===== src/hdl/blit_config.svh =====
`ifndef BLIT_CONFIG_SVH
`define BLIT_CONFIG_SVH

// coordinate and size fields
`define BLIT_COORD_W 16

// byte addresses on the AXI side
`define BLIT_ADDR_W 32

// AXI-lite read data word
`define BLIT_DATA_W 32

// RGB565 colour
`define BLIT_COLOUR_W 16

// colour table size and its index width
`define BLIT_CT_DEPTH 256
`define BLIT_CT_ADDR_W 8

`endif

===== src/hdl/blit_pkg.sv =====
`include "blit_config.svh"

package blit_pkg;

    typedef enum logic [4:0] {
        BPP_1  = 5'd1,
        BPP_2  = 5'd2,
        BPP_4  = 5'd4,
        BPP_8  = 5'd8,
        BPP_16 = 5'd16
    } ct_type_e;

    typedef enum logic {
        UPSCALE,    // repeat each sheet pixel
        DOWNSCALE   // skip sheet pixels
    } scale_mode_e;

    typedef enum logic {
        RECT_IDLE,
        RECT_WALK
    } rect_state_e;

    typedef enum logic [1:0] {
        FETCH_IDLE,
        FETCH_ADDR,
        FETCH_DATA,
        FETCH_HOLD
    } fetch_state_e;

    typedef struct packed {
        logic [`BLIT_ADDR_W-1:0]         sheet_base;   // byte address
        logic [`BLIT_COORD_W-1:0]        sheet_width;  // in pixels
        logic [`BLIT_COORD_W-1:0]        src_x;
        logic [`BLIT_COORD_W-1:0]        src_y;
        logic [`BLIT_COORD_W-1:0]        dst_x;
        logic [`BLIT_COORD_W-1:0]        dst_y;
        logic [`BLIT_COORD_W-1:0]        width;
        logic [`BLIT_COORD_W-1:0]        height;
        logic signed [`BLIT_COORD_W-1:0] scale_x;
        logic signed [`BLIT_COORD_W-1:0] scale_y;
        logic                            mirror_x;
        logic                            mirror_y;
        ct_type_e                        ct_type;
        logic                            use_ct;
    } blit_cmd_t;

    typedef struct packed {
        logic [`BLIT_COORD_W-1:0] sheet_x;
        logic [`BLIT_COORD_W-1:0] sheet_y;
        logic [`BLIT_COORD_W-1:0] screen_x;
        logic [`BLIT_COORD_W-1:0] screen_y;
        logic [`BLIT_ADDR_W-1:0]  sheet_base;
        logic [`BLIT_COORD_W-1:0] sheet_width;
        ct_type_e                 ct_type;
        logic                     use_ct;
        logic                     last;
    } sheet_pos_t;

    typedef struct packed {
        logic [`BLIT_ADDR_W-1:0]  word_addr;
        logic [4:0]               bit_offset;  // lsb of the field in the word
        ct_type_e                 ct_type;
        logic                     use_ct;
        logic [`BLIT_COORD_W-1:0] screen_x;
        logic [`BLIT_COORD_W-1:0] screen_y;
        logic                     last;
    } fetch_req_t;

    typedef struct packed {
        logic [`BLIT_COLOUR_W-1:0] value;  // colour or table index
        logic                      use_ct;
        logic [`BLIT_COORD_W-1:0]  screen_x;
        logic [`BLIT_COORD_W-1:0]  screen_y;
        logic                      last;
    } texel_t;

    typedef struct packed {
        logic [`BLIT_COLOUR_W-1:0] colour;
        logic [`BLIT_COORD_W-1:0]  x;
        logic [`BLIT_COORD_W-1:0]  y;
        logic                      last;
    } pixel_t;

endpackage


===== src/hdl/blit_mem_fetch.sv =====
`timescale 1ns/1ps
`include "blit_config.svh"

module blit_mem_fetch (
    input  logic                    clk,
    input  logic                    rst,
    input  logic                    in_valid,
    output logic                    in_ready,
    input  blit_pkg::fetch_req_t    req,
    output logic                    arvalid,
    input  logic                    arready,
    output logic [`BLIT_ADDR_W-1:0] araddr,
    input  logic                    rvalid,
    output logic                    rready,
    input  logic [`BLIT_DATA_W-1:0] rdata,
    output logic                    out_valid,
    input  logic                    out_ready,
    output blit_pkg::texel_t        texel
);

    blit_pkg::fetch_state_e  state;
    blit_pkg::fetch_req_t    req_q;        // request in flight
    logic                    cache_valid;
    logic [`BLIT_ADDR_W-1:0] cache_addr;
    logic [`BLIT_DATA_W-1:0] cache_word;
    logic                    in_hs;
    logic                    hit;

    // pull one lsb-first field out of a word
    function automatic blit_pkg::texel_t extract(
        input logic [`BLIT_DATA_W-1:0] word,
        input blit_pkg::fetch_req_t    r
    );
        logic [`BLIT_DATA_W-1:0] shifted;
        logic [`BLIT_DATA_W-1:0] mask;
        blit_pkg::texel_t        t;
        shifted    = word >> r.bit_offset;
        mask       = ({{(`BLIT_DATA_W-1){1'b0}}, 1'b1} << r.ct_type) - 1'b1;
        t.value    = shifted[`BLIT_COLOUR_W-1:0] & mask[`BLIT_COLOUR_W-1:0];
        t.use_ct   = r.use_ct;
        t.screen_x = r.screen_x;
        t.screen_y = r.screen_y;
        t.last     = r.last;
        return t;
    endfunction

    assign in_ready  = (state == blit_pkg::FETCH_IDLE);
    assign arvalid   = (state == blit_pkg::FETCH_ADDR);
    assign rready    = (state == blit_pkg::FETCH_DATA);
    assign out_valid = (state == blit_pkg::FETCH_HOLD);
    assign araddr    = {req_q.word_addr[`BLIT_ADDR_W-1:2], 2'b00};  // word aligned
    assign in_hs     = in_valid && in_ready;
    assign hit       = cache_valid && (cache_addr == req.word_addr);

    always_ff @(posedge clk) begin
        if (rst) begin
            state       <= blit_pkg::FETCH_IDLE;
            cache_valid <= 1'b0;
        end else begin
            case (state)
                blit_pkg::FETCH_IDLE: begin
                    if (in_hs) state <= hit ? blit_pkg::FETCH_HOLD : blit_pkg::FETCH_ADDR;
                end
                blit_pkg::FETCH_ADDR: if (arready) state <= blit_pkg::FETCH_DATA;
                blit_pkg::FETCH_DATA: begin
                    if (rvalid) begin
                        state       <= blit_pkg::FETCH_HOLD;
                        cache_valid <= 1'b1;
                    end
                end
                blit_pkg::FETCH_HOLD: if (out_ready) state <= blit_pkg::FETCH_IDLE;
                default: state <= blit_pkg::FETCH_IDLE;
            endcase
        end
    end

    always_ff @(posedge clk) begin
        if (in_hs) begin
            req_q <= req;
            if (hit) texel <= extract(cache_word, req);  // no bus read needed
        end
        if (state == blit_pkg::FETCH_DATA && rvalid) begin
            cache_word <= rdata;
            cache_addr <= req_q.word_addr;
            texel      <= extract(rdata, req_q);
        end
    end

    a_ar_hold: assert property (@(posedge clk) disable iff (rst)
        arvalid && !arready |=> arvalid && $stable(araddr));

endmodule


===== config.mk =====
export PLATFORM = sky130hd
export DESIGN_NAME = blit_mem_fetch
export DESIGN_NICKNAME = d
export VERILOG_FILES = /design/src/hdl/blit_pkg.sv /design/src/hdl/blit_mem_fetch.sv
export VERILOG_INCLUDE_DIRS = /design/src /design/src/hdl
export SDC_FILE = /design/constraint.sdc
export NUM_CORES = 1
export LEC_CHECK = 0
export BUFFER_PORTS_ARGS = -buffer_cell sky130_fd_sc_hd__buf_2
export CORE_ASPECT_RATIO = 0.75
export CORE_MARGIN = 2
export CORE_UTILIZATION = 26
export DETAILED_ROUTE_END_ITERATION = 16
export SLEW_MARGIN = 25
export SYNTH_ARGS = -nofsm -noshare
export SYNTH_HDL_FRONTEND = slang
export SYNTH_SLANG_ARGS = --single-unit

===== constraint.sdc =====
create_clock -name clk -period 14.4 [get_ports clk]
set_clock_uncertainty 0.1 [all_clocks]
set_input_delay 2.88 -clock clk [delete_from_list [all_inputs] [get_ports clk]]
set_output_delay 2.88 -clock clk [all_outputs]
set_load 0.03 [all_outputs]

==> impl_metrics.json <==
{
  "outcome": "completed",
  "die_w_um": 244,
  "crit_fanout": 43,
  "power_density_mw_per_mm2": 150,
  "hpwlAfterDp_um": 23700,
  "post_cts_buffers": 0,
  "synthFlopType": "edfxtp_1",
  "synthArstFlopShare_pct": 0,
  "cts_tree": "done",
  "drv_slew": 0,
  "period_share_pct": 36.7,
  "clkSlewWorstSetupHoldPaths_ps": 80,
  "synth-seq-cells": 193,
  "syn_to_final_growth_pct": 16.8,
  "htreeDepth": 4,
  "overflow": 0,
  "core_mm2": 0.0424,
  "slew_headroom_pct": 38.6,
  "finalWeightedCongestion": 0.970,
  "final_common_cell": "buf_2",
  "wl_per_cell_um": 20.6,
  "seqPwrFrac_pct": 41.7,
  "cap_violations": 0,
  "drtPass1Iterations": 6,
  "rsz0062_at_grt": "false",
  "nets": 1141,
  "io_buffer_count": 197,
  "dr_total_vias": 8269,
  "routed_wl_um": 33100,
  "hold_viol_final": 0,
  "antenna_found_initial": 1,
  "syn_area_per_cell_um2": 12.6,
  "ctsHoldBuffers": 0,
  "syn_area_mm2": 0.0112,
  "viasPerCell": 5.16,
  "combPwrFrac_pct": 32.4,
  "nFillCells": 4273,
  "grt_usage_pct": 14.7,
  "p_switching_uw": 728,
  "grt_pass1_wl_um": 49500,
  "setup_viol": 0,
  "clk-insertion-delay-late_ps": 470,
  "fmax_ghz": 0.189,
  "slowest_delay_ps": 580,
  "start_kind": "primary input",
  "syn_inst": 891,
  "ios": 200,
  "grt_max_degree": 70,
  "drtIter0Drc": 899,
  "dp.cells": 1571,
  "worstSetupEndpointType": "register",
  "grt_pass1_vias": 7673,
  "rows": 65,
  "initial_core_util_pct": 26.5,
  "fin_area_mm2": 0.0131,
  "drive_gt1_share_pct": 31.8,
  "final_antenna_net_count": 0,
  "cp_num_buf_inv": 2,
  "finalSetupTns_ps": 0,
  "worst_pin_slew_ps": 921,
  "postPlaceCellArea_mm2": 0.0125,
  "clockBufferDepth": 2,
  "ys_seq_area_share_pct": 51.3,
  "die_area_mm2": 0.0450,
  "whs_ps": 325,
  "mostFrequentLayoutCells": "197 x buf_2, 190 x edfxtp_1, 128 x nand2_1, 72 x mux4_2, 53 x mux2i_1",
  "synth-edff-count": 190,
  "required_ps": 14510,
  "root_buffer": "clkbuf_16",
  "die_h_um": 184,
  "stdcell_count": 1604,
  "cp_slowest_cell": "mux4_2",
  "finalCriticalPeriod_ps": 5280,
  "cts_num_sinks": 193,
  "synth_cell_type_count": 65,
  "leakagePower_nw": 4.77,
  "sw_frac_of_total_pct": 36.8,
  "path_class": "primary input to register",
  "ys.warnings.count": 0,
  "cts_buffers": 17,
  "crit_arrival_ps": 5390,
  "power_frac_clock_pct": 26.0,
  "path_delay_family": "simple AND/OR/NAND/NOR gates",
  "cts_resized": 0,
  "path_cells": "buf_2 > buf_4 > mux4_2 > and2_0 > a211oi_1 > a2111oi_0 > or4_1",
  "drc": 0,
  "hold_class": "register to register",
  "p_int_mw": 1.25,
  "peakVddDrop_v": 0.000101
}
==> synth_stat cells (all sizes together) (3+ instances only) <==
master,n,share of area [%]
nor3b,4,0.27
a221oi,4,0.31
ha,6,0.67
buf,64,3.7
dfxtp,3,0.53
a211oi,6,0.40
nor4,6,0.33
mux4,74,15
o21ai,33,1.5
o211ai,14,0.93
and2,9,0.50
a22o,3,0.23
xor2,4,0.31
inv,15,0.50
nand3b,5,0.33
nor3,12,0.53
mux2i,53,4.7
o31ai,5,0.33
and3,3,0.17
nor2b,11,0.61
edfxtp,190,51
a22oi,11,0.73
nor2,39,1.3
a31oi,7,0.39
nand3,17,0.76
mux2,11,1.1
a2111oi,4,0.31
o311ai,3,0.23
nand2,130,4.3
nand2b,7,0.39
xnor2,30,2.3
nand4,16,0.89
o22ai,10,0.56
clkbuf,32,1.1
o2bb2ai,3,0.23
a21oi,19,0.85
==> power by group through the flow <==
| stage | clock network [mW] | logic [mW] | registers, mW |
|---|---|---|---|
| after floorplan | 0 | 0.438 | 0.848 |
| after global placement | 0 | 0.630 | 0.832 |
| after detailed placement | 0 | 0.633 | 0.835 |
| after CTS | 0.528 | 0.636 | 0.824 |
| after global routing | 0.549 | 0.686 | 0.836 |
| final | 0.513 | 0.640 | 0.823 |
==> kinds of logic (layout without fill, tap and decap cells) <==
group,after synthesis,count (layout),share of synthesized area [%]
and+or+nand+nor,267,267,11.0
DFF,193,193,51.3
AOI/OAI and AO/OA,141,141,8.49
muxes,138,138,20.7
buffers and inverters,111,253,5.25
xor gates and xnor gates,34,34,2.65
adders and majority gates,6,6,0.667
other,1,3,0.0333
==> cell type report <==
cell class,count,area [um2],area share [%]
inverters,15,58.8,0.448
well taps,569,712,5.42
repair buffers,206,1050,8.02
diodes,1,2.50,0.0191
clock inverters,15,214,1.63
flip-flops and latches,193,5770,43.9
multi-input cells,588,4900,37.3
clock buffers,17,425,3.24
==> sequential cells by signal, summed over array words and instances, names as in the netlist <==
register,cells
araddr,30
cache_addr,32
cache_valid,1
cache_word,32
req_q,46
state,2
texel,50
==> layer usage <==
layer | vias to the layer above | track usage [%] | share of wire, %
met2 | 437 | 19.4 | 41
li1 | 3680 | - | -
met5 | - | 0 | 0
met3 | 32 | 4.70 | 9.7
met4 | 0 | 3.88 | 1.5
met1 | 4120 | 22.7 | 48
==> through the flow <==
stage	util [%]	worst slack, ps	total power, mW
3_5_place_dp	29.5	8710	1.47
6_report	31.0	9120	1.98
5_1_grt	31.0	9070	2.07
2_1_floorplan	-	7840	1.29
3_3_place_gp	29.5	8690	1.46
4_1_cts	31.0	9240	1.99
==> worst paths after layout <==
path / start / end / slack (ps) / cells past startpoint
worst min-delay path: req_q[44]$_DFFE_PP_ / cache_addr[0]$_DFFE_PP_ / 320 / 0
worst min register to register: req_q[44]$_DFFE_PP_ / cache_addr[0]$_DFFE_PP_ / 320 / 0
worst max register to register: req_q[40]$_DFFE_PP_ / texel[37]$_DFFE_PP_ / 10980 / 6
worst max-delay path: req[39] / texel[35]$_DFFE_PP_ / 9120 / 7
==> worst reg2reg max path, stage by stage, from the launching register on <==
cell      delay (ps)
edfxtp_1         320
buf_4            570
mux4_2           610
mux2i_1          530
nor2_1            80
o311ai_0         570
o311ai_0         330
(Power assumes the default switching activity.)
