`src/hdl/blit_config.svh`:
```
`ifndef BLIT_CONFIG_SVH
`define BLIT_CONFIG_SVH

// coordinate and size fields
`define BLIT_COORD_W 16

// byte addresses on the AXI side
`define BLIT_ADDR_W 32

// AXI-lite read data word
`define BLIT_DATA_W 32

// RGB565 colour
`define BLIT_COLOUR_W 16

// colour table size and its index width
`define BLIT_CT_DEPTH 256
`define BLIT_CT_ADDR_W 8

`endif
```
`src/hdl/blit_pkg.sv`:
```
`include "blit_config.svh"

package blit_pkg;

    typedef enum logic [4:0] {
        BPP_1  = 5'd1,
        BPP_2  = 5'd2,
        BPP_4  = 5'd4,
        BPP_8  = 5'd8,
        BPP_16 = 5'd16
    } ct_type_e;

    typedef enum logic {
        UPSCALE,    // repeat each sheet pixel
        DOWNSCALE   // skip sheet pixels
    } scale_mode_e;

    typedef enum logic {
        RECT_IDLE,
        RECT_WALK
    } rect_state_e;

    typedef enum logic [1:0] {
        FETCH_IDLE,
        FETCH_ADDR,
        FETCH_DATA,
        FETCH_HOLD
    } fetch_state_e;

    typedef struct packed {
        logic [`BLIT_ADDR_W-1:0]         sheet_base;   // byte address
        logic [`BLIT_COORD_W-1:0]        sheet_width;  // in pixels
        logic [`BLIT_COORD_W-1:0]        src_x;
        logic [`BLIT_COORD_W-1:0]        src_y;
        logic [`BLIT_COORD_W-1:0]        dst_x;
        logic [`BLIT_COORD_W-1:0]        dst_y;
        logic [`BLIT_COORD_W-1:0]        width;
        logic [`BLIT_COORD_W-1:0]        height;
        logic signed [`BLIT_COORD_W-1:0] scale_x;
        logic signed [`BLIT_COORD_W-1:0] scale_y;
        logic                            mirror_x;
        logic                            mirror_y;
        ct_type_e                        ct_type;
        logic                            use_ct;
    } blit_cmd_t;

    typedef struct packed {
        logic [`BLIT_COORD_W-1:0] sheet_x;
        logic [`BLIT_COORD_W-1:0] sheet_y;
        logic [`BLIT_COORD_W-1:0] screen_x;
        logic [`BLIT_COORD_W-1:0] screen_y;
        logic [`BLIT_ADDR_W-1:0]  sheet_base;
        logic [`BLIT_COORD_W-1:0] sheet_width;
        ct_type_e                 ct_type;
        logic                     use_ct;
        logic                     last;
    } sheet_pos_t;

    typedef struct packed {
        logic [`BLIT_ADDR_W-1:0]  word_addr;
        logic [4:0]               bit_offset;  // lsb of the field in the word
        ct_type_e                 ct_type;
        logic                     use_ct;
        logic [`BLIT_COORD_W-1:0] screen_x;
        logic [`BLIT_COORD_W-1:0] screen_y;
        logic                     last;
    } fetch_req_t;

    typedef struct packed {
        logic [`BLIT_COLOUR_W-1:0] value;  // colour or table index
        logic                      use_ct;
        logic [`BLIT_COORD_W-1:0]  screen_x;
        logic [`BLIT_COORD_W-1:0]  screen_y;
        logic                      last;
    } texel_t;

    typedef struct packed {
        logic [`BLIT_COLOUR_W-1:0] colour;
        logic [`BLIT_COORD_W-1:0]  x;
        logic [`BLIT_COORD_W-1:0]  y;
        logic                      last;
    } pixel_t;

endpackage

```
`src/hdl/blit_rect_gen.sv`:
```
`timescale 1ns/1ps
`include "blit_config.svh"

module blit_rect_gen (
    input  logic                   clk,
    input  logic                   rst,
    input  logic                   cmd_valid,
    output logic                   cmd_ready,
    input  blit_pkg::blit_cmd_t    cmd,
    output logic                   pos_valid,
    input  logic                   pos_ready,
    output blit_pkg::sheet_pos_t   pos
);

    blit_pkg::rect_state_e    state;
    blit_pkg::blit_cmd_t      cmd_q;     // latched command
    logic [`BLIT_COORD_W-1:0] x;         // step index within the row
    logic [`BLIT_COORD_W-1:0] y;
    logic [`BLIT_COORD_W-1:0] sub_x;     // repeat counters for upscale
    logic [`BLIT_COORD_W-1:0] sub_y;
    logic [`BLIT_COORD_W-1:0] ss_x;      // current sheet position
    logic [`BLIT_COORD_W-1:0] ss_y;
    logic [`BLIT_COORD_W-1:0] nxt_sub_x;
    logic [`BLIT_COORD_W-1:0] nxt_sub_y;
    logic [`BLIT_COORD_W-1:0] nxt_ss_x;
    logic [`BLIT_COORD_W-1:0] nxt_ss_y;
    logic [`BLIT_COORD_W-1:0] max_x;
    logic [`BLIT_COORD_W-1:0] max_y;
    logic                     x_end;
    logic                     y_end;
    logic                     pos_hs;

    function automatic logic [`BLIT_COORD_W-1:0] scale_mag(
        input logic signed [`BLIT_COORD_W-1:0] s
    );
        if (s < 0) return -s;
        if (s == 0) return 1;  // zero behaves as a plain copy
        return s;
    endfunction

    // advance one axis by one screen step
    function automatic void step_axis(
        input  logic [`BLIT_COORD_W-1:0]        sub,
        input  logic [`BLIT_COORD_W-1:0]        ss,
        input  logic signed [`BLIT_COORD_W-1:0] scale,
        output logic [`BLIT_COORD_W-1:0]        sub_n,
        output logic [`BLIT_COORD_W-1:0]        ss_n
    );
        logic [`BLIT_COORD_W-1:0] mag;
        blit_pkg::scale_mode_e    mode;
        mag   = scale_mag(scale);
        mode  = (scale < 0) ? blit_pkg::DOWNSCALE : blit_pkg::UPSCALE;
        sub_n = '0;
        ss_n  = ss + mag;
        if (mode == blit_pkg::UPSCALE) begin
            if (sub == mag - 1'b1) begin
                ss_n = ss + 1'b1;  // next sheet pixel once repeats are done
            end else begin
                sub_n = sub + 1'b1;
                ss_n  = ss;
            end
        end
    endfunction

    always_comb begin
        step_axis(sub_x, ss_x, cmd_q.scale_x, nxt_sub_x, nxt_ss_x);
        step_axis(sub_y, ss_y, cmd_q.scale_y, nxt_sub_y, nxt_ss_y);
    end

    assign max_x     = cmd_q.width - 1'b1;
    assign max_y     = cmd_q.height - 1'b1;
    assign x_end     = (x == max_x);
    assign y_end     = (y == max_y);
    assign cmd_ready = (state == blit_pkg::RECT_IDLE);
    assign pos_valid = (state == blit_pkg::RECT_WALK);
    assign pos_hs    = pos_valid && pos_ready;

    always_ff @(posedge clk) begin
        if (rst) begin
            state <= blit_pkg::RECT_IDLE;
        end else if (cmd_valid && cmd_ready) begin
            state <= blit_pkg::RECT_WALK;
        end else if (pos_hs && x_end && y_end) begin
            state <= blit_pkg::RECT_IDLE;  // last position taken
        end
    end

    always_ff @(posedge clk) begin
        if (cmd_valid && cmd_ready) begin
            cmd_q <= cmd;
            x     <= '0;
            y     <= '0;
            sub_x <= '0;
            sub_y <= '0;
            ss_x  <= cmd.src_x;
            ss_y  <= cmd.src_y;
        end else if (pos_hs) begin
            if (x_end) begin
                x     <= '0;
                sub_x <= '0;
                ss_x  <= cmd_q.src_x;  // back to row start
                y     <= y + 1'b1;
                sub_y <= nxt_sub_y;
                ss_y  <= nxt_ss_y;
            end else begin
                x     <= x + 1'b1;
                sub_x <= nxt_sub_x;
                ss_x  <= nxt_ss_x;
            end
        end
    end

    always_comb begin
        pos.sheet_x     = ss_x;
        pos.sheet_y     = ss_y;
        pos.screen_x    = cmd_q.mirror_x ? cmd_q.dst_x + max_x - x : cmd_q.dst_x + x;
        pos.screen_y    = cmd_q.mirror_y ? cmd_q.dst_y + max_y - y : cmd_q.dst_y + y;
        pos.sheet_base  = cmd_q.sheet_base;
        pos.sheet_width = cmd_q.sheet_width;
        pos.ct_type     = cmd_q.ct_type;
        pos.use_ct      = cmd_q.use_ct;
        pos.last        = x_end && y_end;
    end

    a_pos_stable: assert property (@(posedge clk) disable iff (rst)
        pos_valid && !pos_ready |=> pos_valid && $stable(pos));

endmodule

```
`config.mk`:
```
export PLATFORM = sky130hd
export DESIGN_NAME = blit_rect_gen
export DESIGN_NICKNAME = d
export VERILOG_FILES = /design/src/hdl/blit_pkg.sv /design/src/hdl/blit_rect_gen.sv
export VERILOG_INCLUDE_DIRS = /design/src /design/src/hdl
export SDC_FILE = /design/constraint.sdc
export NUM_CORES = 1
export LEC_CHECK = 0
export ABC_AREA = 1
export BUFFER_PORTS_ARGS = -buffer_cell sky130_fd_sc_hd__buf_2
export CAP_MARGIN = 20
export CORE_MARGIN = 4
export CORE_UTILIZATION = 55
export DETAILED_ROUTE_END_ITERATION = 7
export MAX_ROUTING_LAYER = met4
export PLACE_DENSITY = 0.78
export SYNTH_ARGS = -nofsm -noshare
export SYNTH_HDL_FRONTEND = slang
export SYNTH_SLANG_ARGS = --single-unit
```
`constraint.sdc`:
```
create_clock -name clk -period 7.5 [get_ports clk]
set_input_delay 0.75 -clock clk [delete_from_list [all_inputs] [get_ports clk]]
set_output_delay 0.75 -clock clk [all_outputs]
set_load 0.02 [all_outputs]
```
==> flow_metrics.tcl <==
set metrics [dict create \
    cts_max_level 1 \
    routed_via_density 5.37 \
    syn_area_per_cell_um2 8.06 \
    postCtsSetupBuffers 0 \
    drt_first_iter_violations 1129 \
    port_buffers 308 \
    finClkSkew_ns 0.0124 \
    min_period_over_period 0.718 \
    grt_max_degree 105 \
    arrival_ns 4.64 \
    slew_violations 0 \
    wl_um 50900 \
    rsz0062_at_grt "false" \
    dp_slack_ns 2.78 \
    ctsResizeCount 0 \
    grt_antenna_before_repair 1 \
    worstPathRequired_ns 6.75 \
    num_vias 16851 \
    drv_cap 0 \
    finalHoldViolations 0 \
    slew_headroom 0.333 \
    netlist_instances 2400 \
    run_status "completed" \
    grt_overflow_total 0 \
    final_layout_size_suffix_gt1_frac 0.176 \
    rows 68 \
    synthDistinctLibCells 64 \
    ant_nets 0 \
    hold_slack_ns 0.347 \
    ios 309 \
    fmax_ghz 0.186 \
    cts_tree "done" \
    grt_pass1_wl_um 82200 \
    yosysWarnings 0 \
    cts_buffers 30 \
    cts.clk_slew.worst_paths_ns 0.06 \
    die_h_um 196 \
    grt_pass1_vias 16684 \
    synth_fp_nets 2752 \
    criticalPathCategory "flip-flop to primary output" \
    die_area_um2 38200 \
    design_area_um2 21900 \
    fin_cells 3136 \
    start_kind "flip-flop" \
    synth_flop_cell "edfxtp_1" \
    clk_latency_ns 0.57 \
    core-area_um2 34600 \
    p_per_area_nw_per_um2 195 \
    post-route-drc-count 0 \
    setup_slack_ns 2.11 \
    p_leak_uw 0.00986 \
    clock_sinks 265 \
    cts_hold_buf 0 \
    initial_core_util 0.559 \
    finalSetupTns_ns 0 \
    ys_ff_latch 265 \
    async_flop_share 0 \
    setup_violations 0 \
    syn_area_um2 19300 \
    min_period_ns 5.39 \
    groute.usage.overall 0.265 \
    end_kind "primary output" \
    crit_fanout 5 \
    root_buffer "clkbuf_16" \
    worst_pin_slew_ns 1.00 \
    nets 3008 \
    dpl.cell_count 3079 \
    wl_per_cell_um 16.2 \
    hold_class "primary input to flip-flop" \
    postPlaceCellArea_um2 20900 \
    vdd_ir_drop_max_uv 206 \
    place.gp.congestion 0.979 \
    clk_path_buf_depth 3 \
    fp.dieW_um 196 \
    dpl.hpwl_um 40300 \
    drt_pass1_iterations 7 \
    ys_seq_area_frac 0.378 \
    synth_edf_count 200 \
    syn_to_final_growth_pct 13.1 \
]
synth_stat cells, types with 3 or more instances:
library cell / instances / area [um2]
nor2_2: 20 / 125
o22ai_1: 14 / 87.6
xnor2_1: 25 / 219
nor2_8: 3 / 60.1
a21oi_1: 136 / 681
buf_2: 6 / 30.0
nor4_1: 9 / 56.3
or2_2: 15 / 93.8
nor2_1: 215 / 807
nand3_2: 5 / 50.1
xor2_1: 86 / 753
inv_1: 276 / 1040
o21ai_0: 133 / 666
a211oi_1: 4 / 30.0
nor3_2: 8 / 80.1
o21bai_1: 5 / 37.5
nand4_1: 18 / 113
o31ai_1: 3 / 22.5
fa_1: 34 / 681
a21o_1: 6 / 45.0
inv_2: 20 / 75.1
nand3_1: 170 / 851
buf_6: 6 / 67.6
and3_1: 3 / 18.8
a31oi_1: 6 / 37.5
nand2_2: 8 / 50.1
nand2_1: 560 / 2100
and2_1: 3 / 18.8
nor3b_1: 3 / 22.5
a21oi_2: 12 / 105
nor2_4: 5 / 56.3
ha_1: 130 / 1630
a21boi_0: 9 / 67.6
buf_4: 57 / 428
nor3_1: 32 / 160
dfxtp_1: 65 / 1300
edfxtp_1: 200 / 6010
o21ai_1: 26 / 130
nand3b_1: 17 / 128
clkbuf_1: 17 / 63.8
flip-flops by register name, summed over array words and instances, names as in the netlist:
register and flops:
cmd_q 114, pos 54, pos_valid 1, ss_x 16, ss_y 16, sub_x 16
sub_y 16, x 16, y 16
layout by cell type, fill, tap and decap left out, types with 14 or more instances in the layout:
master and count:
a21oi_1 136, buf_2 308, clkbuf_16 30, dfxtp_1 65
edfxtp_1 200, fa_1 34, ha_1 130, inv_1 276
inv_2 19, nand2_1 560, nand3_1 170, nand3b_1 17
nand4_1 18, nor2_1 215, nor2_2 20, nor3_1 32
o21ai_0 133, o21ai_1 26, o22ai_1 14, or2_2 15
xnor2_1 25, xor2_1 86
through the flow:
stage	power, uW	utilization
after floorplan	2510	-
after global placement	2760	0.603
after detailed placement	2790	0.603
after CTS	4290	0.632
after global routing	4500	0.632
final	4260	0.632
cells by family (layout without fill, tap and decap cells):
logic type      count (synthesis)  in the layout  share of synthesized area
flops                         265            265                      0.378
compound gates                361            361                      0.102
fa+ha+maj                     164            164                      0.119
other cells                     0              1                          0
mux                             2              2                    0.00103
buf+inv                       388            668                     0.0907
simple gates                 1106           1106                      0.256
xor+xnor                      114            114                     0.0534
critical path, cell delays in order, from the launching register on:
cell	delay [ns]
edfxtp_1	0.40
inv_1	0.09
ha_1	0.20
nand4_1	0.20
nor2_1	0.27
xor2_1	0.29
fa_1	0.47
ha_1	0.36
nand2_1	0.06
o21ai_0	0.42
nand2_1	0.16
nand2_1	0.09
a21oi_1	0.08
o21ai_0	0.28
nand3_1	0.14
nand3_1	0.10
nand2_1	0.05
o21ai_0	0.20
buf_2	0.20
final timing paths:
kind / start / end / slack, ns / depth (start not counted)
worst min-delay path: cmd[24] / cmd_q[24] / 0.35 / 1
worst max register to register: cmd_q[39] / ss_x[15] / 3.17 / 17
worst max-delay path: cmd_q[40] / pos[68] / 2.11 / 18
worst min register to register: sub_x[15] / sub_x[15] / 0.50 / 2
layer usage:
layer	track usage	wire [um]	vias up
met5	-	0	-
met4	0.0646	994	0
met3	0.0326	3390	76
met2	0.442	24700	584
met1	0.348	21900	7803
li1	-	-	8388
layout make-up:
type                    instances  area [um2]
clock inverters                17         209
fillers                      3007       12700
multi-input cells            1747       10300
inverters                     299        1130
diodes                          1        2.50
clock buffers                  39         795
flip-flops and latches        265        7310
well taps                     455         569
repair buffers                313        1580
where the power goes:
part / switching (uW) / internal (uW) / total [uW]
Clock: 628 / 863 / 1490
Combinational: 659 / 361 / 1020
Sequential: 67.3 / 1680 / 1750
Total: 1350 / 2910 / 4260
Note: power is estimated with default switching activity, not from simulation.
