`config.mk`:
```
export PLATFORM = sky130hd
export DESIGN_NAME = blit_addr_calc
export DESIGN_NICKNAME = d
export VERILOG_FILES = /design/src/hdl/blit_pkg.sv /design/src/hdl/blit_addr_calc.sv
export VERILOG_INCLUDE_DIRS = /design/src /design/src/hdl
export SDC_FILE = /design/constraint.sdc
export NUM_CORES = 1
export LEC_CHECK = 0
export BUFFER_PORTS_ARGS = -buffer_cell sky130_fd_sc_hd__buf_2
export CAP_MARGIN = 0
export CORE_MARGIN = 2
export CORE_UTILIZATION = 40
export DETAILED_ROUTE_END_ITERATION = 10
export GPL_TIMING_DRIVEN = 1
export SYNTH_ARGS = -nofsm -noshare
export SYNTH_HDL_FRONTEND = slang
export SYNTH_SLANG_ARGS = --single-unit
```
`constraint.sdc`:
```
create_clock -name clk -period 21.1 [get_ports clk]
set_input_delay 2.11 -clock clk [delete_from_list [all_inputs] [get_ports clk]]
set_output_delay 2.11 -clock clk [all_outputs]
set_load 0.02 [all_outputs]
```
`src/hdl/blit_config.svh`:
```
`ifndef BLIT_CONFIG_SVH
`define BLIT_CONFIG_SVH

// coordinate and size fields
`define BLIT_COORD_W 16

// byte addresses on the AXI side
`define BLIT_ADDR_W 32

// AXI-lite read data word
`define BLIT_DATA_W 32

// RGB565 colour
`define BLIT_COLOUR_W 16

// colour table size and its index width
`define BLIT_CT_DEPTH 256
`define BLIT_CT_ADDR_W 8

`endif
```
`src/hdl/blit_pkg.sv`:
```
`include "blit_config.svh"

package blit_pkg;

    typedef enum logic [4:0] {
        BPP_1  = 5'd1,
        BPP_2  = 5'd2,
        BPP_4  = 5'd4,
        BPP_8  = 5'd8,
        BPP_16 = 5'd16
    } ct_type_e;

    typedef enum logic {
        UPSCALE,    // repeat each sheet pixel
        DOWNSCALE   // skip sheet pixels
    } scale_mode_e;

    typedef enum logic {
        RECT_IDLE,
        RECT_WALK
    } rect_state_e;

    typedef enum logic [1:0] {
        FETCH_IDLE,
        FETCH_ADDR,
        FETCH_DATA,
        FETCH_HOLD
    } fetch_state_e;

    typedef struct packed {
        logic [`BLIT_ADDR_W-1:0]         sheet_base;   // byte address
        logic [`BLIT_COORD_W-1:0]        sheet_width;  // in pixels
        logic [`BLIT_COORD_W-1:0]        src_x;
        logic [`BLIT_COORD_W-1:0]        src_y;
        logic [`BLIT_COORD_W-1:0]        dst_x;
        logic [`BLIT_COORD_W-1:0]        dst_y;
        logic [`BLIT_COORD_W-1:0]        width;
        logic [`BLIT_COORD_W-1:0]        height;
        logic signed [`BLIT_COORD_W-1:0] scale_x;
        logic signed [`BLIT_COORD_W-1:0] scale_y;
        logic                            mirror_x;
        logic                            mirror_y;
        ct_type_e                        ct_type;
        logic                            use_ct;
    } blit_cmd_t;

    typedef struct packed {
        logic [`BLIT_COORD_W-1:0] sheet_x;
        logic [`BLIT_COORD_W-1:0] sheet_y;
        logic [`BLIT_COORD_W-1:0] screen_x;
        logic [`BLIT_COORD_W-1:0] screen_y;
        logic [`BLIT_ADDR_W-1:0]  sheet_base;
        logic [`BLIT_COORD_W-1:0] sheet_width;
        ct_type_e                 ct_type;
        logic                     use_ct;
        logic                     last;
    } sheet_pos_t;

    typedef struct packed {
        logic [`BLIT_ADDR_W-1:0]  word_addr;
        logic [4:0]               bit_offset;  // lsb of the field in the word
        ct_type_e                 ct_type;
        logic                     use_ct;
        logic [`BLIT_COORD_W-1:0] screen_x;
        logic [`BLIT_COORD_W-1:0] screen_y;
        logic                     last;
    } fetch_req_t;

    typedef struct packed {
        logic [`BLIT_COLOUR_W-1:0] value;  // colour or table index
        logic                      use_ct;
        logic [`BLIT_COORD_W-1:0]  screen_x;
        logic [`BLIT_COORD_W-1:0]  screen_y;
        logic                      last;
    } texel_t;

    typedef struct packed {
        logic [`BLIT_COLOUR_W-1:0] colour;
        logic [`BLIT_COORD_W-1:0]  x;
        logic [`BLIT_COORD_W-1:0]  y;
        logic                      last;
    } pixel_t;

endpackage

```
`src/hdl/blit_addr_calc.sv`:
```
`timescale 1ns/1ps
`include "blit_config.svh"

module blit_addr_calc (
    input  logic                 clk,
    input  logic                 rst,
    input  logic                 in_valid,
    output logic                 in_ready,
    input  blit_pkg::sheet_pos_t pos,
    output logic                 out_valid,
    input  logic                 out_ready,
    output blit_pkg::fetch_req_t req
);

    typedef enum logic [1:0] {
        EMPTY,
        FULL,
        SKID
    } skid_state_e;

    skid_state_e              state;
    blit_pkg::fetch_req_t     calc;     // request built from pos
    blit_pkg::fetch_req_t     skid_q;   // overflow entry
    logic [`BLIT_ADDR_W-1:0]  index;
    logic [`BLIT_ADDR_W-1:0]  bit_pos;
    logic                     in_hs;
    logic                     out_hs;

    assign index   = pos.sheet_x + pos.sheet_width * pos.sheet_y;  // linear pixel index
    assign bit_pos = index * pos.ct_type;

    always_comb begin
        calc.word_addr  = pos.sheet_base + {bit_pos[`BLIT_ADDR_W-1:5], 2'b00};
        calc.bit_offset = bit_pos[4:0];
        calc.ct_type    = pos.ct_type;
        calc.use_ct     = pos.use_ct;
        calc.screen_x   = pos.screen_x;
        calc.screen_y   = pos.screen_y;
        calc.last       = pos.last;
    end

    assign in_ready  = (state != SKID);
    assign out_valid = (state != EMPTY);
    assign in_hs     = in_valid && in_ready;
    assign out_hs    = out_valid && out_ready;

    always_ff @(posedge clk) begin
        if (rst) begin
            state <= EMPTY;
        end else begin
            case (state)
                EMPTY: if (in_hs) state <= FULL;
                FULL: begin
                    if (in_hs && !out_hs) state <= SKID;
                    else if (!in_hs && out_hs) state <= EMPTY;
                end
                SKID: if (out_ready) state <= FULL;
                default: state <= EMPTY;
            endcase
        end
    end

    always_ff @(posedge clk) begin
        if (state == SKID) begin
            if (out_ready) req <= skid_q;  // drain skid into output
        end else if (in_hs) begin
            if (state == FULL && !out_hs) skid_q <= calc;
            else req <= calc;
        end
    end

    a_skid_hold: assert property (@(posedge clk) disable iff (rst)
        out_valid && !out_ready |=> out_valid && $stable(req));

endmodule

```
==> metrics.txt, run 1 <==
status completed; Avg Inst Size Synth 9.40 µm²; CP max-delay cell fa_1; P&R area growth vs syn 11.2%; largest net degree at the start of global routing 71; clock sinks 154; worst endpoint required time 21.28 ns; CP Capture Type flop; worst slew pin tran 0.825 ns; EDFF count, synth 152; max cap viols 0; fin. max-slew vios 0; initial DRC count 693; total track usage 18.4%; GRT overflow 0; Layout Skew 0.00663 ns; vias in the first global route 15390; final design utilization 45.1%; Worst EP arrival 12.90 ns; Hold Crit Class reg -> reg; Vias/cell 4.85; RSZ-0062 raised after global routing false; fin crit share 60.3%; Crit Path Max Fanout 16; crit start category primary input; WL per Instance 15.8 µm; CP max stage delay 0.56 ns; DRT Wirelength 47.5 mm; Seq/Total Area, Yosys 22.6%; post-synthesis cell count 2171; syn nets 2759; asr flop ratio synth 0%; Synth Cell Area 0.0204 mm²; crit-path most repeated cell fa_1; Setup TNS Final 0 ns; router iterations before antenna repair 7; worst hold margin 0.503 ns; CTS Root Cell clkbuf_16; worst rel slew slack 44.4%; Fin. Hold Viols 0; core area 0.0503 mm²; Post-CTS Setup Bufs 0; ant diodes 0; Clock transition at path regs 0.06 ns; pre-CTS WS 7.99 ns; CTS tree done; row cnt 82; DRT antenna net count 0; top_reg_cell synth edfxtp_1; minimum clock period 12.72 ns; fin worst setup slack 8.38 ns; IO buf count 200; #FFs+latches synth 154; share of the synthesized area in the top cell type 28.9%; # IOs 201; crit path kind in -> reg; Synth area leader fa_1; die height 230 µm; Chip Width 230 µm; Final HPWL DP 38.1 mm; DRC Markers 0; hold_buf cts 0; Die Footprint 0.0528 mm²; yosys warns 0; via count 14625; Synth cell types 69; first-pass GRT wire length 79.0 mm; FMAX 0.0786 GHz; Final setup viols 0; fill count 4952; CTS Buf Count 17; synth cell count leaders inv_1 (406), nand2_1 (403), fa_1 (294); post-CTS sizing 0; Final nets 2916; ranking of synthesized cells by area fa_1 (29%), edfxtp_1 (22%), ha_1 (10%); Clock Tree Buf Depth 2; initial antenna violation count 0; Clock Latency Late Sink 0.42 ns; RePlAce Congestion 0.856; most instantiated library cell after synthesis inv_1; Initial Util 40.6%; CTS H-Tree Depth 4; share of post-route cells with drive strength above 1 11.5%
[cells in the final DEF, fill, tap and decap left out, types with 3 or more instances in the layout]
cell	synthesis	layout
inv_1	406	406
nand2_1	403	403
fa_1	294	294
and2_1	217	217
buf_2	1	200
ha_1	171	171
edfxtp_1	152	152
a21oi_1	71	71
xnor2_1	61	61
nor2_1	50	50
a21o_1	30	30
o21ai_0	30	30
xor2_1	26	26
o21bai_1	17	17
clkbuf_16	0	17
nand3_1	16	16
o21a_1	13	13
and3_1	12	12
nor3_1	13	12
nand2b_1	11	11
a31oi_1	9	9
mux2_2	9	9
nor2b_1	9	8
nand4_1	7	7
buf_4	0	7
o21ai_1	6	6
or3_1	6	6
o211ai_1	5	5
a211oi_1	3	3
a211o_1	3	3
nand3b_1	3	3
a31o_2	3	3
bufinv_16	0	3
[path summary, 6_finish.rpt]
path	from	endpoint	slack [ns]	cells past startpoint
worst min register to register	skid_q[27]	req[27]	0.50	2
worst max-delay path	pos[88]	req[74]	8.38	46
worst max register to register	state[0]	req[30]	18.72	5
worst min-delay path	skid_q[27]	req[27]	0.50	2
[critical path, delay by kind of cell]
kind,cells,cell delay (ns)
muxes,1,0.26
AOI/OAI and AO/OA,16,3.16
xor gates and xnor gates,3,0.51
buffers and inverters,8,0.54
and+or+nand+nor,6,0.94
adders and majority gates,12,5.42
[per-layer routing]
| metal | vias up | GRT usage [%] | routed length, µm |
|---|---|---|---|
| met3 | 35 | 1.76 | 1940 |
| li1 | 7100 | - | - |
| met4 | 0 | 3.59 | 559 |
| met2 | 315 | 31.3 | 22400 |
| met1 | 7175 | 25.6 | 22600 |
| met5 | - | 0 | 0 |
[kinds of logic (layout without fill, tap and decap cells)]
family | count (synthesis) | in the layout | share of synthesized area [%]
compound gates | 217 | 217 | 7.15
buf+inv | 476 | 646 | 8.76
xor+xnor | 88 | 88 | 3.85
flops | 154 | 154 | 22.6
simple gates | 760 | 760 | 17.7
fa+ha+maj | 465 | 465 | 39.3
mux | 11 | 11 | 0.595
[flip-flops by register name, summed over array words and instances (netlist names)]
| name | flops |
|---|---|
| skid_q | 76 |
| state | 2 |
| req | 76 |
[cell type report]
class / instances / area (µm²) / area share (%)
flip-flops and latches: 154 / 4600 / 20.3
well taps: 672 / 841 / 3.71
clock inverters: 12 / 161 / 0.712
repair buffers: 207 / 1050 / 4.65
multi-input cells: 1541 / 14000 / 61.9
inverters: 407 / 1530 / 6.74
clock buffers: 20 / 457 / 2.01
[through the flow]
step,cells,instance area [µm²]
floorplan,2171,20400
global placement,2981,22100
detailed placement,2981,22100
CTS,3013,22700
global route,3013,22700
finish,3013,22700
Power of run 1 is left out: the tool's default activity adds up to more than one toggle a clock period on the data nets, which glitch-free logic cannot reach.
==> run 2: changes to the inputs <==
==> constraint.sdc (replaced) <==
create_clock -name clk -period 13.06 [get_ports clk]
set_input_delay 1.306 -clock clk [delete_from_list [all_inputs] [get_ports clk]]
set_output_delay 1.306 -clock clk [all_outputs]
set_load 0.02 [all_outputs]
==> metrics.txt, run 2 (synthesized netlist as in run 1, its figures left out) <==
status completed; worst rel slew slack 38.3% (-6.1 points); Fin. Hold Viols 0 (unchanged); CP Capture Type flop; Setup TNS Final 0 ns (unchanged); row cnt 82 (unchanged); Chip Width 230 µm (unchanged); Reg area 0.00460 mm² (unchanged); first-pass GRT wire length 79.3 mm (+0.40%); DRT Wirelength 47.5 mm (about the same); FMAX 0.0841 GHz; most common cell after layout, fill and taps aside inv_1; via count 14732 (+0.73%); Final nets 2917 (+0.034%); CP max stage delay 0.57 ns (about the same); RePlAce Congestion 0.872 (+1.9%); largest net degree at the start of global routing 71 (unchanged); router iterations before antenna repair 5 (-2); DRT antenna net count 0 (unchanged); # IOs 201 (unchanged); Final HPWL DP 38.2 mm (+0.34%); CTS Buf Count 17 (unchanged); fill count 4923 (-0.59%); initial DRC count 692 (-0.14%); fin crit share 91.1%; fin. max-slew vios 0 (unchanged); Crit Path Max Fanout 16 (unchanged); post-CTS sizing 0 (unchanged); Clock transition at path regs 0.06 ns (about the same); hold_buf cts 0 (unchanged); CTS tree done; Vias/cell 4.89 (+0.70%); Worst EP arrival 12.07 ns (-0.83 ns); WL per Instance 15.8 µm (about the same); P&R area growth vs syn 11.0%; crit-path most repeated cell fa_1; Clock Latency Late Sink 0.43 ns (about the same); IO buf count 200 (unchanged); crit start category primary input; max cap viols 0 (unchanged); clock sinks 154 (unchanged); crit path kind in -> reg; RSZ-0062 raised after global routing false; worst endpoint required time 13.24 ns (-8.04 ns); core area 0.0503 mm² (unchanged); Initial Util 40.6% (unchanged); Final setup viols 0 (unchanged); ant diodes 0 (unchanged); CTS H-Tree Depth 4 (unchanged); Post-CTS Setup Bufs 0 (unchanged); most frequent cells in the layout inv_1 (406), nand2_1 (403), fa_1 (294); initial antenna violation count 1 (+1); CP max-delay cell fa_1; vias in the first global route 15784 (+2.6%); worst slew pin tran 0.915 ns (+0.0907 ns); Die Footprint 0.0528 mm² (unchanged); GRT overflow 0 (unchanged); CTS Root Cell clkbuf_16; share of post-route cells with drive strength above 1 11.4% (-0.090 points); minimum clock period 11.89 ns; Clock Tree Buf Depth 2 (unchanged); total track usage 18.4% (+0.060 points); DRC Markers 0 (unchanged); top flop regs req x76, skid_q x76, state x2; Hold Crit Class reg -> reg; die height 230 µm (unchanged); area occupied by multi-input gates 0.0140 mm² (unchanged); Layout Skew 0.00520 ns (-0.00143 ns)
## run 2: metrics by stage
stage               area, µm²  hold slack (ns)  util, %  instances  worst slack (ns)
floorplan               20400            0.484        -       2171              1.63
global placement        22100            0.487     43.9       2982             0.952
detailed placement      22100            0.494     43.9       2982             0.715
CTS                     22600            0.510     45.0       3014              1.18
global route            22600            0.518     45.0       3014             0.473
finish                  22600            0.507     45.0       3014              1.17
## run 2: area by class of cell
cell class / instances / area share [%]
Tap cell: 672 / 3.71
Timing Repair Buffer: 208 / 4.69
Sequential cell: 154 / 20.3
Inverter: 407 / 6.75
Multi-Input combinational cell: 1541 / 62.0
Clock inverter: 15 / 0.663
Clock buffer: 17 / 1.88
## run 2: final timing paths
path	cells past startpoint	start	slack (ns)	end
worst max-delay path	46	pos[88]	1.17	req[74]
worst min-delay path	2	skid_q[60]	0.51	req[60]
worst min register to register	2	skid_q[60]	0.51	req[60]
worst max register to register	5	state[0]	10.70	req[30]
## run 2: layer usage
metal | GRT usage, % | wire length (µm) | vias to the layer above
met3 | 2.23 | 2290 | 58
met4 | 5.00 | 948 | 2
li1 | - | - | 7100
met2 | 31.2 | 22000 | 388
met5 | 0 | 13 | -
met1 | 25.0 | 22200 | 7184
## run 2: critical path, delay by kind of cell
kind / cells / cell delay (ns)
adders and majority gates: 12 / 5.40
AOI/OAI and AO/OA: 16 / 3.10
and+or+nand+nor: 6 / 0.94
buffers and inverters: 8 / 0.54
xor gates and xnor gates: 3 / 0.52
muxes: 1 / 0.26
Power of run 2 is left out for the same reason.
==> run 3: changes to the inputs <==
--- a/config.mk
+++ b/config.mk
@@ -8,10 +8,13 @@
 export LEC_CHECK = 0
 export BUFFER_PORTS_ARGS = -buffer_cell sky130_fd_sc_hd__buf_2
 export CAP_MARGIN = 0
+export CELL_PAD_IN_SITES_DETAIL_PLACEMENT = 0
+export CELL_PAD_IN_SITES_GLOBAL_PLACEMENT = 1
 export CORE_MARGIN = 2
 export CORE_UTILIZATION = 40
 export DETAILED_ROUTE_END_ITERATION = 10
 export GPL_TIMING_DRIVEN = 1
+export PLACE_DENSITY_LB_ADDON = 0.15
 export SYNTH_ARGS = -nofsm -noshare
 export SYNTH_HDL_FRONTEND = slang
 export SYNTH_SLANG_ARGS = --single-unit
==> metrics.txt, run 3 (synthesized netlist as in run 1, its figures left out) <==
Setup TNS Final 0 ns (unchanged); fill count 4994 (+1.4%); CTS tree done; fin crit share 90.6% (-0.52 points); Final setup viols 0 (unchanged); GRT overflow 0 (unchanged); DRC Markers 0 (unchanged); vias in the first global route 15240 (-3.4%); DRT antenna net count 0 (unchanged); Fin. Hold Viols 0 (unchanged); final design utilization 45.2% (+0.12 points); Post-CTS Setup Bufs 0 (unchanged); row cnt 82 (unchanged); DRT Wirelength 47.1 mm (-0.84%); CP Depth 46 (unchanged); hold path depth 2 (unchanged); Final nets 2919 (+0.069%); CTS Buf Count 17 (unchanged); RePlAce Congestion 0.829 (-4.9%); minimum clock period 11.83 ns (-0.0678 ns); r2r endpoint req[35]; Clock Latency Late Sink 0.42 ns (about the same); Hold Crit Class reg -> reg; # IOs 201 (unchanged); top flop regs req x76, skid_q x76, state x2; share of post-route cells with drive strength above 1 11.6% (+0.16 points); Critical Path Source pos[88]; initial DRC count 611 (-12%); Vias/cell 4.79 (-2.1%); P&R area growth vs syn 11.3%; FMAX 0.0846 GHz (+0.57%); cell family with most CP delay adder cells; router iterations before antenna repair 5 (unchanged); CP max-delay cell fa_1; worst-case reg-to-reg path depth 6 (+1); worst reg2reg setup slack 10.48 ns (-0.22 ns); most frequent cells in the layout inv_1 (406), nand2_1 (403), fa_1 (294); IO buf count 200 (unchanged); post-CTS sizing 0 (unchanged); Initial Util 40.6% (unchanged); die height 230 µm (unchanged); reg-to-reg startpoint state[0]; Worst EP arrival 12.00 ns (-0.07 ns); Layout Skew 0.00635 ns (+0.00114 ns); hold_buf cts 0 (unchanged); Crit Path Max Fanout 16 (unchanged); ant diodes 0 (unchanged); Final HPWL DP 38.3 mm (+0.15%); first-pass GRT wire length 78.2 mm (-1.4%); core area 0.0503 mm² (unchanged); Hold Startpoint skid_q[62]; Die Footprint 0.0528 mm² (unchanged); initial antenna violation count 0 (-1); crit-path most repeated cell fa_1; WL per Instance 15.6 µm (-0.91%); via count 14437 (-2.0%); worst slew pin tran 0.894 ns (-0.0216 ns); most common cell after layout, fill and taps aside inv_1; max cap viols 0 (unchanged); CTS H-Tree Depth 4 (unchanged); status completed; CP Buf/Inv Count 8 (unchanged); clock sinks 154 (unchanged); total track usage 18.3% (-0.16 points); hold endpoint req[62]; worst rel slew slack 40.4% (+2.1 points); RSZ-0062 raised after global routing false; Chip Width 230 µm (unchanged); largest net degree at the start of global routing 79 (+11%); CP Capture Type flop; Clock transition at path regs 0.06 ns (about the same); crit path kind in -> reg; fin. max-slew vios 0 (unchanged); Clock Tree Buf Depth 2 (unchanged); crit start category primary input; CP max stage delay 0.57 ns (about the same); worst endpoint required time 13.23 ns (about the same); CTS Root Cell clkbuf_16
-- run 3: cell types whose count changed in the layout (fill, tap and decap cells not counted) --
cell / previous run / this run
inv_6: 1 / 2
clkinv_4: 4 / 2
buf_4: 8 / 10
clkinvlp_4: 2 / 4
inv_8: 1 / 0
bufinv_16: 2 / 4
clkinv_1: 4 / 2
-- run 3: cell type report --
type / count / area [µm²] / share of cell area, %
inverter: 407 / 1530 / 6.73
timing repair buffer: 210 / 1080 / 4.74
multi-input combinational: 1541 / 14000 / 61.8
tap: 672 / 841 / 3.70
sequential: 154 / 4600 / 20.3
clock inverter: 15 / 198 / 0.871
clock buffer: 17 / 425 / 1.87
-- run 3: worst reg2reg max path, cell delays in order (launching register included) --
cell	delay [ns]
dfxtp_1	0.49
nor2b_4	0.07
inv_2	0.06
buf_4	0.66
nor2_1	0.17
nor3_2	0.23
buf_4	0.52
-- run 3: how the worst max path moves through the flow --
stage / slack (ns) / endpoint
after detailed placement: 0.74 / req[74]
final: 1.23 / req[74]
after global placement: 0.92 / req[74]
after floorplan: 1.63 / req[74]
after CTS: 1.18 / req[74]
after global routing: 0.54 / req[74]
-- run 3: layer usage --
metal	track usage (%)	wire (µm)	vias to the layer above
li1	-	-	7097
met1	25.0	22700	7070
met2	31.7	22300	244
met3	2.10	1620	26
met4	3.15	487	0
met5	0	0	-
-- run 3: stage by stage --
step / worst slack (ns) / cells / instance area, µm² / hold slack (ns)
6_report: 1.23 / 3016 / 22700 / 0.506
5_1_grt: 0.535 / 3016 / 22700 / 0.530
4_1_cts: 1.18 / 3016 / 22700 / 0.511
3_5_place_dp: 0.738 / 2984 / 22100 / 0.495
3_3_place_gp: 0.920 / 2984 / 22100 / 0.489
2_1_floorplan: 1.63 / 2171 / 20400 / 0.484
Power of run 3 is left out for the same reason.
